`src/verilog/hispi_pkg.sv`:
```
// HiSPi packetized-SP protocol constants shared by the lane serializers,
// the transmitter top level and the protocol assertions.
// Import with a wildcard in the module header wherever sync codes,
// the idle word or the lane bit order are needed.
`default_nettype none

package hispi_pkg;

    // serial word on one lane
    localparam int word_w         = 12;
    localparam int nib_w          = 4;   // bits per lane per pclk
    localparam int beats_per_word = word_w / nib_w;

    // words in a sync sequence: fff, 000, 000, code
    localparam int sync_words = 4;

    // sent whenever no data word is pending
    localparam logic [word_w-1:0] idle_word = 12'h800;

    // sync codes, low bits of the last sync word
    localparam logic [3:0] sync_sof = 4'd3;
    localparam logic [3:0] sync_sol = 4'd1;
    localparam logic [3:0] sync_eof = 4'd7;

    // embedded-data flag position inside the code word
    localparam int embed_bit = 4;

    // 0 sends the least significant nibble first
    localparam bit msb_first = 1'b0;

endpackage

`default_nettype wire

```
`src/verilog/video_pkg.sv`:
```
// Pixel-side constants and the line FIFO word format.
// A FIFO word is read either as four pixels (one per lane)
// or as a frame/line marker, selected by its top bit.
`default_nettype none

package video_pkg;

    localparam int pix_w       = 12;
    localparam int num_lanes   = 4;
    localparam int embed_lines = 2;   // lines flagged as embedded data per frame
    localparam int fifo_aw     = 10;

    // marker kinds
    localparam logic [1:0] kind_sof = 2'd0;
    localparam logic [1:0] kind_sol = 2'd1;
    localparam logic [1:0] kind_eof = 2'd2;

    // mark = 1 selects the marker view
    typedef union packed {
        struct packed {
            logic                            mark;
            logic [num_lanes-1:0][pix_w-1:0] pix;   // lane 0 in pix[0]
        } px;
        struct packed {
            logic        mark;
            logic [44:0] zero;
            logic        embed;
            logic [1:0]  kind;
        } mk;
    } fifo_word_t;

endpackage

`default_nettype wire
```
`src/verilog/lane_serializer.sv`:
```
// One HiSPi lane: sends a 12-bit word every three pclk cycles,
// four bits per cycle. A marker entry expands into the sync sequence
// fff, 000, 000, code; data words 0 and 1 are sent as 1; idle_word
// fills every slot with nothing pending. Ready is raised only on the
// last beat of a word.
`timescale 1ns/1ps
`default_nettype none

module lane_serializer
    import hispi_pkg::*;
    import video_pkg::*;
(
    input  logic             pclk,
    input  logic             rst,
    input  logic [pix_w:0]   din_i,     // marker flag, then pixel or code word
    input  logic             valid_i,
    output logic             ready_o,
    output logic [nib_w-1:0] lane_o
);

    localparam int bcnt_w = $clog2(beats_per_word);
    localparam int seq_w  = sync_words - 1;

    logic [bcnt_w-1:0] bcnt;        // beat inside the current word
    logic              last_beat;
    logic [seq_w-1:0]  seq;         // sync words still to send after fff
    logic [word_w-1:0] din_q;       // accepted word, keeps the sync code
    logic [word_w-1:0] sr;
    logic [word_w-1:0] data_filt;
    logic [word_w-1:0] next_word;
    logic              is_sync;
    logic              accept;

    assign last_beat = (bcnt == bcnt_w'(beats_per_word - 1));
    assign ready_o   = last_beat && (seq == '0);
    assign accept    = valid_i && ready_o;
    assign is_sync   = din_i[pix_w];

    // keep data away from the 000 sync words
    assign data_filt = (din_i[pix_w-1:1] == '0) ? word_w'(1) : din_i[pix_w-1:0];

    always_comb begin
        if (accept) begin
            next_word = is_sync ? '1 : data_filt;
        end else if (seq != '0) begin
            next_word = (seq[seq_w-1:1] != '0) ? '0 : din_q;  // code word goes last
        end else begin
            next_word = idle_word;
        end
    end

    always_ff @(posedge pclk) begin
        if (rst) begin
            bcnt <= '0;
            seq  <= '0;
            sr   <= idle_word;
        end else begin
            bcnt <= last_beat ? '0 : bcnt + 1'b1;
            if (last_beat) begin
                sr <= next_word;
                if (accept && is_sync) begin
                    seq <= '1;
                end else begin
                    seq <= seq >> 1;
                end
            end else if (msb_first) begin
                sr <= {sr[word_w-nib_w-1:0], nib_w'(0)};
            end else begin
                sr <= {nib_w'(0), sr[word_w-1:nib_w]};
            end
        end
    end

    always_ff @(posedge pclk) begin
        if (accept) begin
            din_q <= din_i[pix_w-1:0];
        end
    end

    assign lane_o = msb_first ? sr[word_w-1 -: nib_w] : sr[nib_w-1:0];

endmodule

`default_nettype wire

```
`config.mk`:
```
export PLATFORM = sky130hd
export DESIGN_NAME = lane_serializer
export DESIGN_NICKNAME = d
export VERILOG_FILES = /design/src/verilog/hispi_pkg.sv /design/src/verilog/video_pkg.sv /design/src/verilog/lane_serializer.sv
export SDC_FILE = /design/constraint.sdc
export NUM_CORES = 1
export LEC_CHECK = 0
export BUFFER_PORTS_ARGS = -buffer_cell sky130_fd_sc_hd__buf_2
export CORE_ASPECT_RATIO = 1.1
export CORE_MARGIN = 1.5
export CORE_UTILIZATION = 53
export DETAILED_ROUTE_END_ITERATION = 12
export PLACE_DENSITY_LB_ADDON = 0.08
export SETUP_SLACK_MARGIN = 0.1
export SYNTH_ARGS = -nofsm -noshare
export SYNTH_HDL_FRONTEND = slang
export SYNTH_SLANG_ARGS = --single-unit
export TNS_END_PERCENT = 30
```
`constraint.sdc`:
```
create_clock -name pclk -period 2.3 [get_ports pclk]
set_input_delay 0.46 -clock pclk [delete_from_list [all_inputs] [get_ports pclk]]
set_output_delay 0.46 -clock pclk [all_outputs]
set_load 0.02 [all_outputs]
```
==> impl_results.md <==
- Status: completed
- Mapped Cells: 107
- Netlist Area Pre-Place: 1210 sq um
- Post-synthesis sequential area ratio: 57.9%
- Final antenna-violating net count: 0
- Setup TNS Final: 0 ns
- Core Util, Final: 64.6%
- Worst-margin pin slew: 0.660 ns
- Post-CTS Setup Inserts: 0
- CP top delay family: buffers and inverters
- Sw frac: 29.0%
- 1st-iter DRT viols: 30
- Clock power frac: 25.7%
- Layout cells sized above 1: 27.0%
- Worst clock skew: 0.00538 ns
- CP Capture Type: output pin
- Via-per-instance ratio: 5.71
- Syn_area_per_cell: 11.3 sq um
- Die X: roughly 50 um
- Root buffer cell: clkbuf_4
- Peak supply drop: about 560 uV
- Max FO, Critical Path: 13
- CORE AREA: about 2100 sq um
- Hold Vio Cnt, Final: 0
- Die area: ~2600 sq um
- Final period utilization: 85.4%
- GRT Overall Usage: 20.4%
- Vias: 880
- Diode count: 0
- Most common cell after layout, fill and taps aside: buf_2
- Commonest non-fill, non-tap cells in the layout: buf_2, dfxtp_1, edfxtp_1, o211ai_1, nand2_1
- Crit path required time: 1.84 ns
- Arr. time, crit path: 1.51 ns
- Gates resized, CTS repair: 0
- CTS max path bufs: 2
- Min Tclk post-route: 1.97 ns
- Die H: about 53 um
- Gpl congestion: 0.756
- Combinational group share of total power: 19.0%
- P_sw: between 300 and 400 uW
- Final #Nets: between 100 and 150
- Cell depth of the worst setup path: 5
- CTS buffer count: 5
- Final max-slew violation count: 0
- Library cells used by synthesis: 28
- PortBufs: 20
- Net count after synthesis: 124
- Post-CTS Hold Buffers: 0
- Worst reg-to-reg path cell count: 4
- Flop pwr share: 55.2%
- Ports: 21
- CTS H-Tree Depth: 2
- CP startpoint kind: flip-flop
- Placed cell area: approximately 1300 sq um
- Internal: 782 uW
- TritonCTS clock tree: yes
- RSZ-0062 raised after global routing: false
- Initial antenna violation count: 0
- Global-route wire length before repair: 3700 um
- Pwr/cell area: 818 nW/um^2
- Clock transition at path regs: ~0.090 ns
- Type of the worst setup path: reg -> out
- Vias in the first global route: between 800 and 900
- Worst skew pair latency: 0.32 ns
- HPWL Detailed: 1470 um
- Crit-path cells: inv_1 -> ha_1 -> nor4b_4 -> buf_4 -> buf_2
- Hold depth: 1
- WL per Instance: 14.3 um
- CP max stage delay: around 0.33 ns
- Max cap viols: 0
- Final instance area: 1350 sq um
- Final total power: 1100 uW
- Total of warnings raised by yosys: 0
- Worst slew margin: 55.8%
- Yosys reg bits: 29
- CTS sink cnt: 29
- Hold Crit Class: in -> reg
- Final WL: 2200 um
- P&R area growth vs syn: 11.3%
- FMAX: 509 MHz
- Final setup viols: 0
- Congestion Overflow GR: 0
- Worst path bufs/invs: 3
- LEAKAGE: 0.000463 uW
- FP Rows: 17
- Pin count of the biggest net entering global routing: 26
- Slowest CP cell: dfxtp_1
- DR DRC count: 0
- Drt pass-1 iters: 4
- Initial Utilization: between 50% and 60%
## final timing paths
| kind | start | to | slack (ns) |
|---|---|---|---|
| min | din_i[1] | din_q[1] | 0.33 |
| min reg2reg | bcnt[0] | bcnt[0] | 0.45 |
| max | bcnt[0] | ready_o | 0.33 |
| max reg2reg | bcnt[0] | din_q[4] | 0.66 |
## cell families (layout without fill, tap and decap cells)
kind of cell	count (synthesis)	in the layout	share of synthesized area [%]
buf+inv	14	33	6.31
simple gates	34	34	15.8
fa+ha+maj	1	1	1.03
flops	29	29	57.9
compound gates	29	29	18.9
## synth_stat cells
cell type,instances,area [sq um]
o21ai_0,1,5.00
nor4b_4,1,23.8
buf_4,4,30.0
ha_1,1,12.5
nor3b_1,2,15.0
nor3b_2,1,12.5
nand3b_1,1,7.51
o211ai_1,10,75.1
a21oi_1,5,25.0
dfxtp_1,17,340
nand2b_1,2,12.5
nor4_1,2,12.5
nand3_1,2,10.0
nand2_1,9,33.8
buf_6,1,11.3
a311oi_2,3,45.0
inv_1,3,11.3
nor2b_1,2,12.5
a31oi_1,2,12.5
o22ai_1,1,6.26
edfxtp_1,12,360
a21o_1,1,7.51
buf_2,1,5.00
clkbuf_1,5,18.8
and2_1,1,6.26
nor2_1,8,30.0
a311oi_1,6,52.6
nor3_1,3,15.0
## flip-flops by register name, summed over array words and instances (netlist names)
signal / cells
din_q: 12
sr: 12
seq: 3
bcnt: 2
## stage by stage
step / worst slack, ns / hold slack (ns) / instances
after floorplan: 0.490 / 0.397 / 107
after global placement: 0.716 / 0.408 / 146
after detailed placement: 0.684 / 0.413 / 146
after CTS: 0.325 / 0.321 / 154
after global routing: 0.251 / 0.309 / 154
final: 0.335 / 0.334 / 154
## power groups by stage
stage               clock, uW  combinational [uW]  sequential (uW)
global placement            0                 207              618
detailed placement          0                 209              620
CTS                       293                 209              609
floorplan                   0                 167              615
finish                    283                 210              609
global route              323                 232              614
## per-layer routing
metal	vias to the layer above	track usage, %	routed length, um
met2	38	33.3	1080
met1	400	23.3	904
met3	6	8.47	189
li1	436	-	-
met5	-	0	0
met4	0	10.0	32
## area by class of cell
class                      count  area (sq um)
fill                         194           738
sequential                    29           701
multi-input combinational     64           433
timing repair buffer          22           115
clock buffer                   6          41.3
tap                           28          35.0
inverter                       3          11.3
clock inverter                 2          10.0
Note: power is estimated with default switching activity, not from simulation.
