**src/verilog/video_pkg.sv**
```systemverilog
// Pixel-side constants and the line FIFO word format.
// A FIFO word is read either as four pixels (one per lane)
// or as a frame/line marker, selected by its top bit.
`default_nettype none

package video_pkg;

    localparam int pix_w       = 12;
    localparam int num_lanes   = 4;
    localparam int embed_lines = 2;   // lines flagged as embedded data per frame
    localparam int fifo_aw     = 10;

    // marker kinds
    localparam logic [1:0] kind_sof = 2'd0;
    localparam logic [1:0] kind_sol = 2'd1;
    localparam logic [1:0] kind_eof = 2'd2;

    // mark = 1 selects the marker view
    typedef union packed {
        struct packed {
            logic                            mark;
            logic [num_lanes-1:0][pix_w-1:0] pix;   // lane 0 in pix[0]
        } px;
        struct packed {
            logic        mark;
            logic [44:0] zero;
            logic        embed;
            logic [1:0]  kind;
        } mk;
    } fifo_word_t;

endpackage

`default_nettype wire
```
**src/verilog/line_packer.sv**
```systemverilog
// Packs the parallel pixel stream into line FIFO entries.
// Writes an SOF or SOL marker when a line starts, a group of four pixels
// per lane set, and EOF when frame-valid falls. Short lines are padded
// with zero pixels up to a multiple of four.
`timescale 1ns/1ps
`default_nettype none

module line_packer
    import video_pkg::*;
(
    input  logic             pclk,
    input  logic             rst,
    input  logic [pix_w-1:0] pxd_i,
    input  logic             vact_i,
    input  logic             hact_i,
    output logic             wr_en_o,
    output fifo_word_t       wr_data_o,
    output logic             line_done_o
);

    localparam int cnt_w = $clog2(num_lanes);
    localparam int emb_w = $clog2(embed_lines + 1);

    logic [cnt_w-1:0]                pcntr;       // pixel position inside a group
    logic                            hact;        // hact stretched over padding
    logic                            vact_d;
    logic                            hact_d;
    logic                            next_sof;    // next line is the first of a frame
    logic [emb_w-1:0]                embed_left;
    logic [num_lanes-1:0][pix_w-1:0] group;
    logic [pix_w-1:0]                pix_in;
    logic                            we_data;
    logic                            we_line;
    logic                            we_eof;
    fifo_word_t                      entry;

    assign hact   = vact_i && (hact_i || (pcntr != '0));
    assign pix_in = hact_i ? pxd_i : '0;   // padding pixels read 0

    assign we_data = vact_d && hact_d && (pcntr == '0);  // fourth pixel just shifted in
    assign we_line = hact && !hact_d;
    assign we_eof  = vact_d && !vact_i;

    // entry written one cycle later
    always_comb begin
        entry = '0;
        if (we_data) begin
            entry.px.mark = 1'b0;
            entry.px.pix  = group;
        end else begin
            entry.mk.mark = 1'b1;
            if (we_eof) begin
                entry.mk.kind  = kind_eof;
                entry.mk.embed = 1'b0;
            end else begin
                entry.mk.kind  = next_sof ? kind_sof : kind_sol;
                entry.mk.embed = (embed_left != '0);
            end
        end
    end

    always_ff @(posedge pclk) begin
        if (rst) begin
            vact_d      <= 1'b0;
            hact_d      <= 1'b0;
            pcntr       <= '0;
            next_sof    <= 1'b1;
            embed_left  <= emb_w'(embed_lines);
            wr_en_o     <= 1'b0;
            line_done_o <= 1'b0;
        end else begin
            vact_d <= vact_i;
            hact_d <= hact;

            if (!vact_i) begin
                pcntr <= '0;
            end else if (hact) begin
                pcntr <= pcntr + 1'b1;
            end

            if (!vact_i) begin
                next_sof <= 1'b1;
            end else if (we_line) begin
                next_sof <= 1'b0;
            end

            // one embedded line done at each line end
            if (!vact_i) begin
                embed_left <= emb_w'(embed_lines);
            end else if (hact_d && !hact && (embed_left != '0)) begin
                embed_left <= embed_left - 1'b1;
            end

            wr_en_o     <= we_data || we_line || we_eof;
            line_done_o <= (we_line && !next_sof) || we_eof;  // closes the previous line
        end
    end

    always_ff @(posedge pclk) begin
        if (hact) begin
            group <= {pix_in, group[num_lanes-1:1]};  // first pixel ends in lane 0
        end
        wr_data_o <= entry;
    end

endmodule

`default_nettype wire

```
**config.mk**
```make
export PLATFORM = sky130hd
export DESIGN_NAME = line_packer
export DESIGN_NICKNAME = d
export VERILOG_FILES = /design/src/verilog/video_pkg.sv /design/src/verilog/line_packer.sv
export SDC_FILE = /design/constraint.sdc
export NUM_CORES = 1
export LEC_CHECK = 0
export BUFFER_PORTS_ARGS = -buffer_cell sky130_fd_sc_hd__buf_4
export CAP_MARGIN = 0
export CELL_PAD_IN_SITES_DETAIL_PLACEMENT = 1
export CELL_PAD_IN_SITES_GLOBAL_PLACEMENT = 1
export CORE_MARGIN = 2
export CORE_UTILIZATION = 40
export DETAILED_ROUTE_END_ITERATION = 10
export HOLD_SLACK_MARGIN = 0.12
export PLACE_DENSITY_LB_ADDON = 0.1
export SETUP_SLACK_MARGIN = 0.2
export SYNTH_ARGS = -nofsm -noshare
export SYNTH_HDL_FRONTEND = slang
export SYNTH_SLANG_ARGS = --single-unit
```
**constraint.sdc**
```tcl
create_clock -name pclk -period 2.5 [get_ports pclk]
set_clock_uncertainty 0.05 [all_clocks]
set_input_delay 0.125 -clock pclk [delete_from_list [all_inputs] [get_ports pclk]]
set_output_delay 0.125 -clock pclk [all_outputs]
set_load 0.02 [all_outputs]
```
==> results_dict.tcl <==
set metrics [dict create \
    fill_cells 793 \
    vias_per_cell 4.25 \
    routedWlPerCell_um 12.7 \
    synth_most_common_cell "dfxtp_1" \
    fin_ws_ns 0.494 \
    placed_area_um2 3840 \
    portBuffers 66 \
    setup_violations 0 \
    synthAdderAreaFrac_pct 0.770 \
    clockRootBuffer "clkbuf_8" \
    fmax_mhz 499 \
    synthesis.area_um2 3250 \
    dp_hpwl_um 3430 \
    htree_num_levels 3 \
    synth_top_family_by_area "simple AND/OR/NAND/NOR gates" \
    slowest_delay_ns 0.62 \
    die_area_um2 8860 \
    p_comb_share_pct 5.2 \
    antenna_cells 0 \
    synth.avg_cell_area_um2 15.4 \
    switching_share_pct 22.3 \
    slew_violations 0 \
    ys_seq_elements 106 \
    cts_hold_buf 27 \
    yosysUniqueCellTypes 27 \
    final_net_count 326 \
    drc 0 \
    synth_compound_area_share_pct 2.77 \
    post-place-ws_ns 0.526 \
    fin_crit_sh_pct 80.2 \
    fp.dieH_um 94.1 \
    drt_iter0_drc 57 \
    yosys_warnings 0 \
    worstSetupEndpointType "register" \
    clkTransAtPathRegs_ns 0.10 \
    rr_endpoint "group[41]$_SDFFCE_PN0P_" \
    drive_above_1_share_pct 27.8 \
    ys_seq_area_share_pct 80.1 \
    synth-xor-area-share_pct 0.269 \
    postCtsSetupRepairBufs 0 \
    required_ns 2.44 \
    yosys-top-cells-area "edfxtp_1, dfxtp_1, and2_1" \
    start_kind "register" \
    grt_start_max_net_pins 51 \
    critical_path_class "register to register" \
    setup-tns-final_ns 0 \
    ys.flop_type "dfxtp_1" \
    r2r-start "pcntr[0]$_SDFFE_PP0P_" \
    synthTopCellsByCount "dfxtp_1, and2_1, edfxtp_1, inv_1, clkbuf_1" \
    power_density_nw_per_um2 718 \
    seqPwrFrac_pct 61.6 \
    antenna_found_initial 0 \
    outcome "finished clean" \
    power.total_mw 3.10 \
    instances_no_fill 415 \
    finalWeightedCongestion 0.673 \
    hold-path-endpoint "group[24]$_DFFE_PP_" \
    io_pins 67 \
    critPathMaxFanout 50 \
    layout_min_cycle_time_ns 2.01 \
    yosys.area_share.simple_pct 13.7 \
    rsz0062_at_grt "false" \
    first_pass_iters 4 \
    muxShareOfSynthArea_pct 0.308 \
    grt_use_total_pct 13.2 \
    cts.repair.resized 0 \
    slowest_stage "and2_4" \
    async_flop_share_pct 0 \
    syn_to_final_growth_pct 32.7 \
    leakage_nw 1.80 \
    vias 1763 \
    synth-edff-count 48 \
    ir_drop_mv 0.374 \
    antenna_left 0 \
    hold_slack_ns 0.392 \
    tightestPinTransition_ns 0.711 \
    hp-start "group[36]$_SDFFCE_PN0P_" \
    synth_nets 229 \
    cts.path.max_buffers 2 \
    coreArea_um2 7810 \
    worstPathArrival_ns 1.95 \
    whs_path_depth 0 \
    holdCritPathClass "register to register" \
    syn-instance-count 211 \
    synth_top_area_share_pct 44.3 \
    tritoncts "built" \
    synth_top_area_cell "edfxtp_1" \
    insertion_delay_ns 0.35 \
    path_cells "inv_1, ha_1, nand2b_1, and2_4" \
    grt_pass1_vias 1806 \
    final_core_util_pct 55.2 \
    p_switching_mw 0.689 \
    drv_cap 0 \
    die_w_um 94.1 \
    grt_pass1_wl_um 8680 \
    start_util_pct 41.6 \
    cts.sinks 106 \
    r2r_slack_ns 0.49 \
    ff2ff_path_depth 4 \
    grt_remaining_overflow 0 \
    cts_inserted_buffers 9 \
    design_area_um2 4310 \
    rows 32 \
    hold_viol_final 0 \
    routed_wirelength_um 5270 \
    slew-limit-headroom_pct 52.6 \
    p_clk_share_pct 33.1 \
    intPower_mw 2.41 \
    dpl.cell_count 372 \
]
-- worst max-delay path, delay by kind of cell (launching register included) --
kind | cells | cell delay, ns
and+or+nand+nor | 2 | 0.90
buffers and inverters | 1 | 0.05
adders and majority gates | 1 | 0.23
DFF | 1 | 0.36
-- routing by layer --
metal	GRT usage [%]	share of wire, %	vias to the layer above
met1	16.6	46	815
met2	21.0	48	47
met4	6.88	1.6	0
met3	3.61	4.0	6
met5	0	0	-
li1	-	-	895
-- registers in the layout, indices dropped and copies added (netlist names) --
register	flops
pcntr	2
hact_d	1
line_done_o	1
vact_d	1
next_sof	1
wr_data_o	49
embed_left	2
wr_en_o	1
group	48
-- logic make-up after synthesis --
kind of cell / after synthesis
fa+ha+maj: 2
compound gates: 11
simple gates: 74
xor+xnor: 1
buf+inv: 16
mux: 1
flops: 106
-- cell type report --
class                           count  area [µm²]  share of cell area (%)
Timing Repair Buffer               94         773                    17.9
Sequential cell                   106        2600                    60.3
Clock buffer                       10         149                    3.45
Clock inverter                      6        51.3                    1.19
Multi-Input combinational cell     89         579                    13.4
Inverter                            8        30.0                   0.696
Tap cell                          102         128                    2.96
-- power by group through the flow --
stage                     clock network, mW  registers, mW  logic, mW
after floorplan                           0           1.95     0.0622
after CTS                              1.06           1.91      0.162
after detailed placement                  0           1.95      0.130
final                                  1.03           1.91      0.162
after global placement                    0           1.95      0.127
after global routing                   1.14           1.92      0.178
-- cell usage in the layout, fill, tap and decap left out, types with 4 or more instances in the layout --
cell,n
edfxtp_1,48
nand2_1,5
dfxtp_1,58
dlygate4sd3_1,27
clkbuf_8,9
nor2_1,4
and2_1,55
buf_4,67
inv_1,8
-- worst max path at each step --
stage | from | to | slack (ns) | cells past startpoint
6_report | pcntr[0]$_SDFFE_PP0P_ | group[41]$_SDFFCE_PN0P_ | 0.49 | 4
3_5_place_dp | pcntr[0]$_SDFFE_PP0P_ | group[39]$_SDFFCE_PN0P_ | 0.53 | 4
2_1_floorplan | pcntr[0]$_SDFFE_PP0P_ | group[0]$_DFFE_PP_ | 0.84 | 5
4_1_cts | pcntr[0]$_SDFFE_PP0P_ | group[41]$_SDFFCE_PN0P_ | 0.51 | 4
3_3_place_gp | pcntr[0]$_SDFFE_PP0P_ | group[44]$_SDFFCE_PN0P_ | 0.58 | 4
5_1_grt | pcntr[0]$_SDFFE_PP0P_ | wr_data_o[0]$_DFF_P_ | 0.32 | 6
No activity file was read; power rests on OpenSTA's default activity.
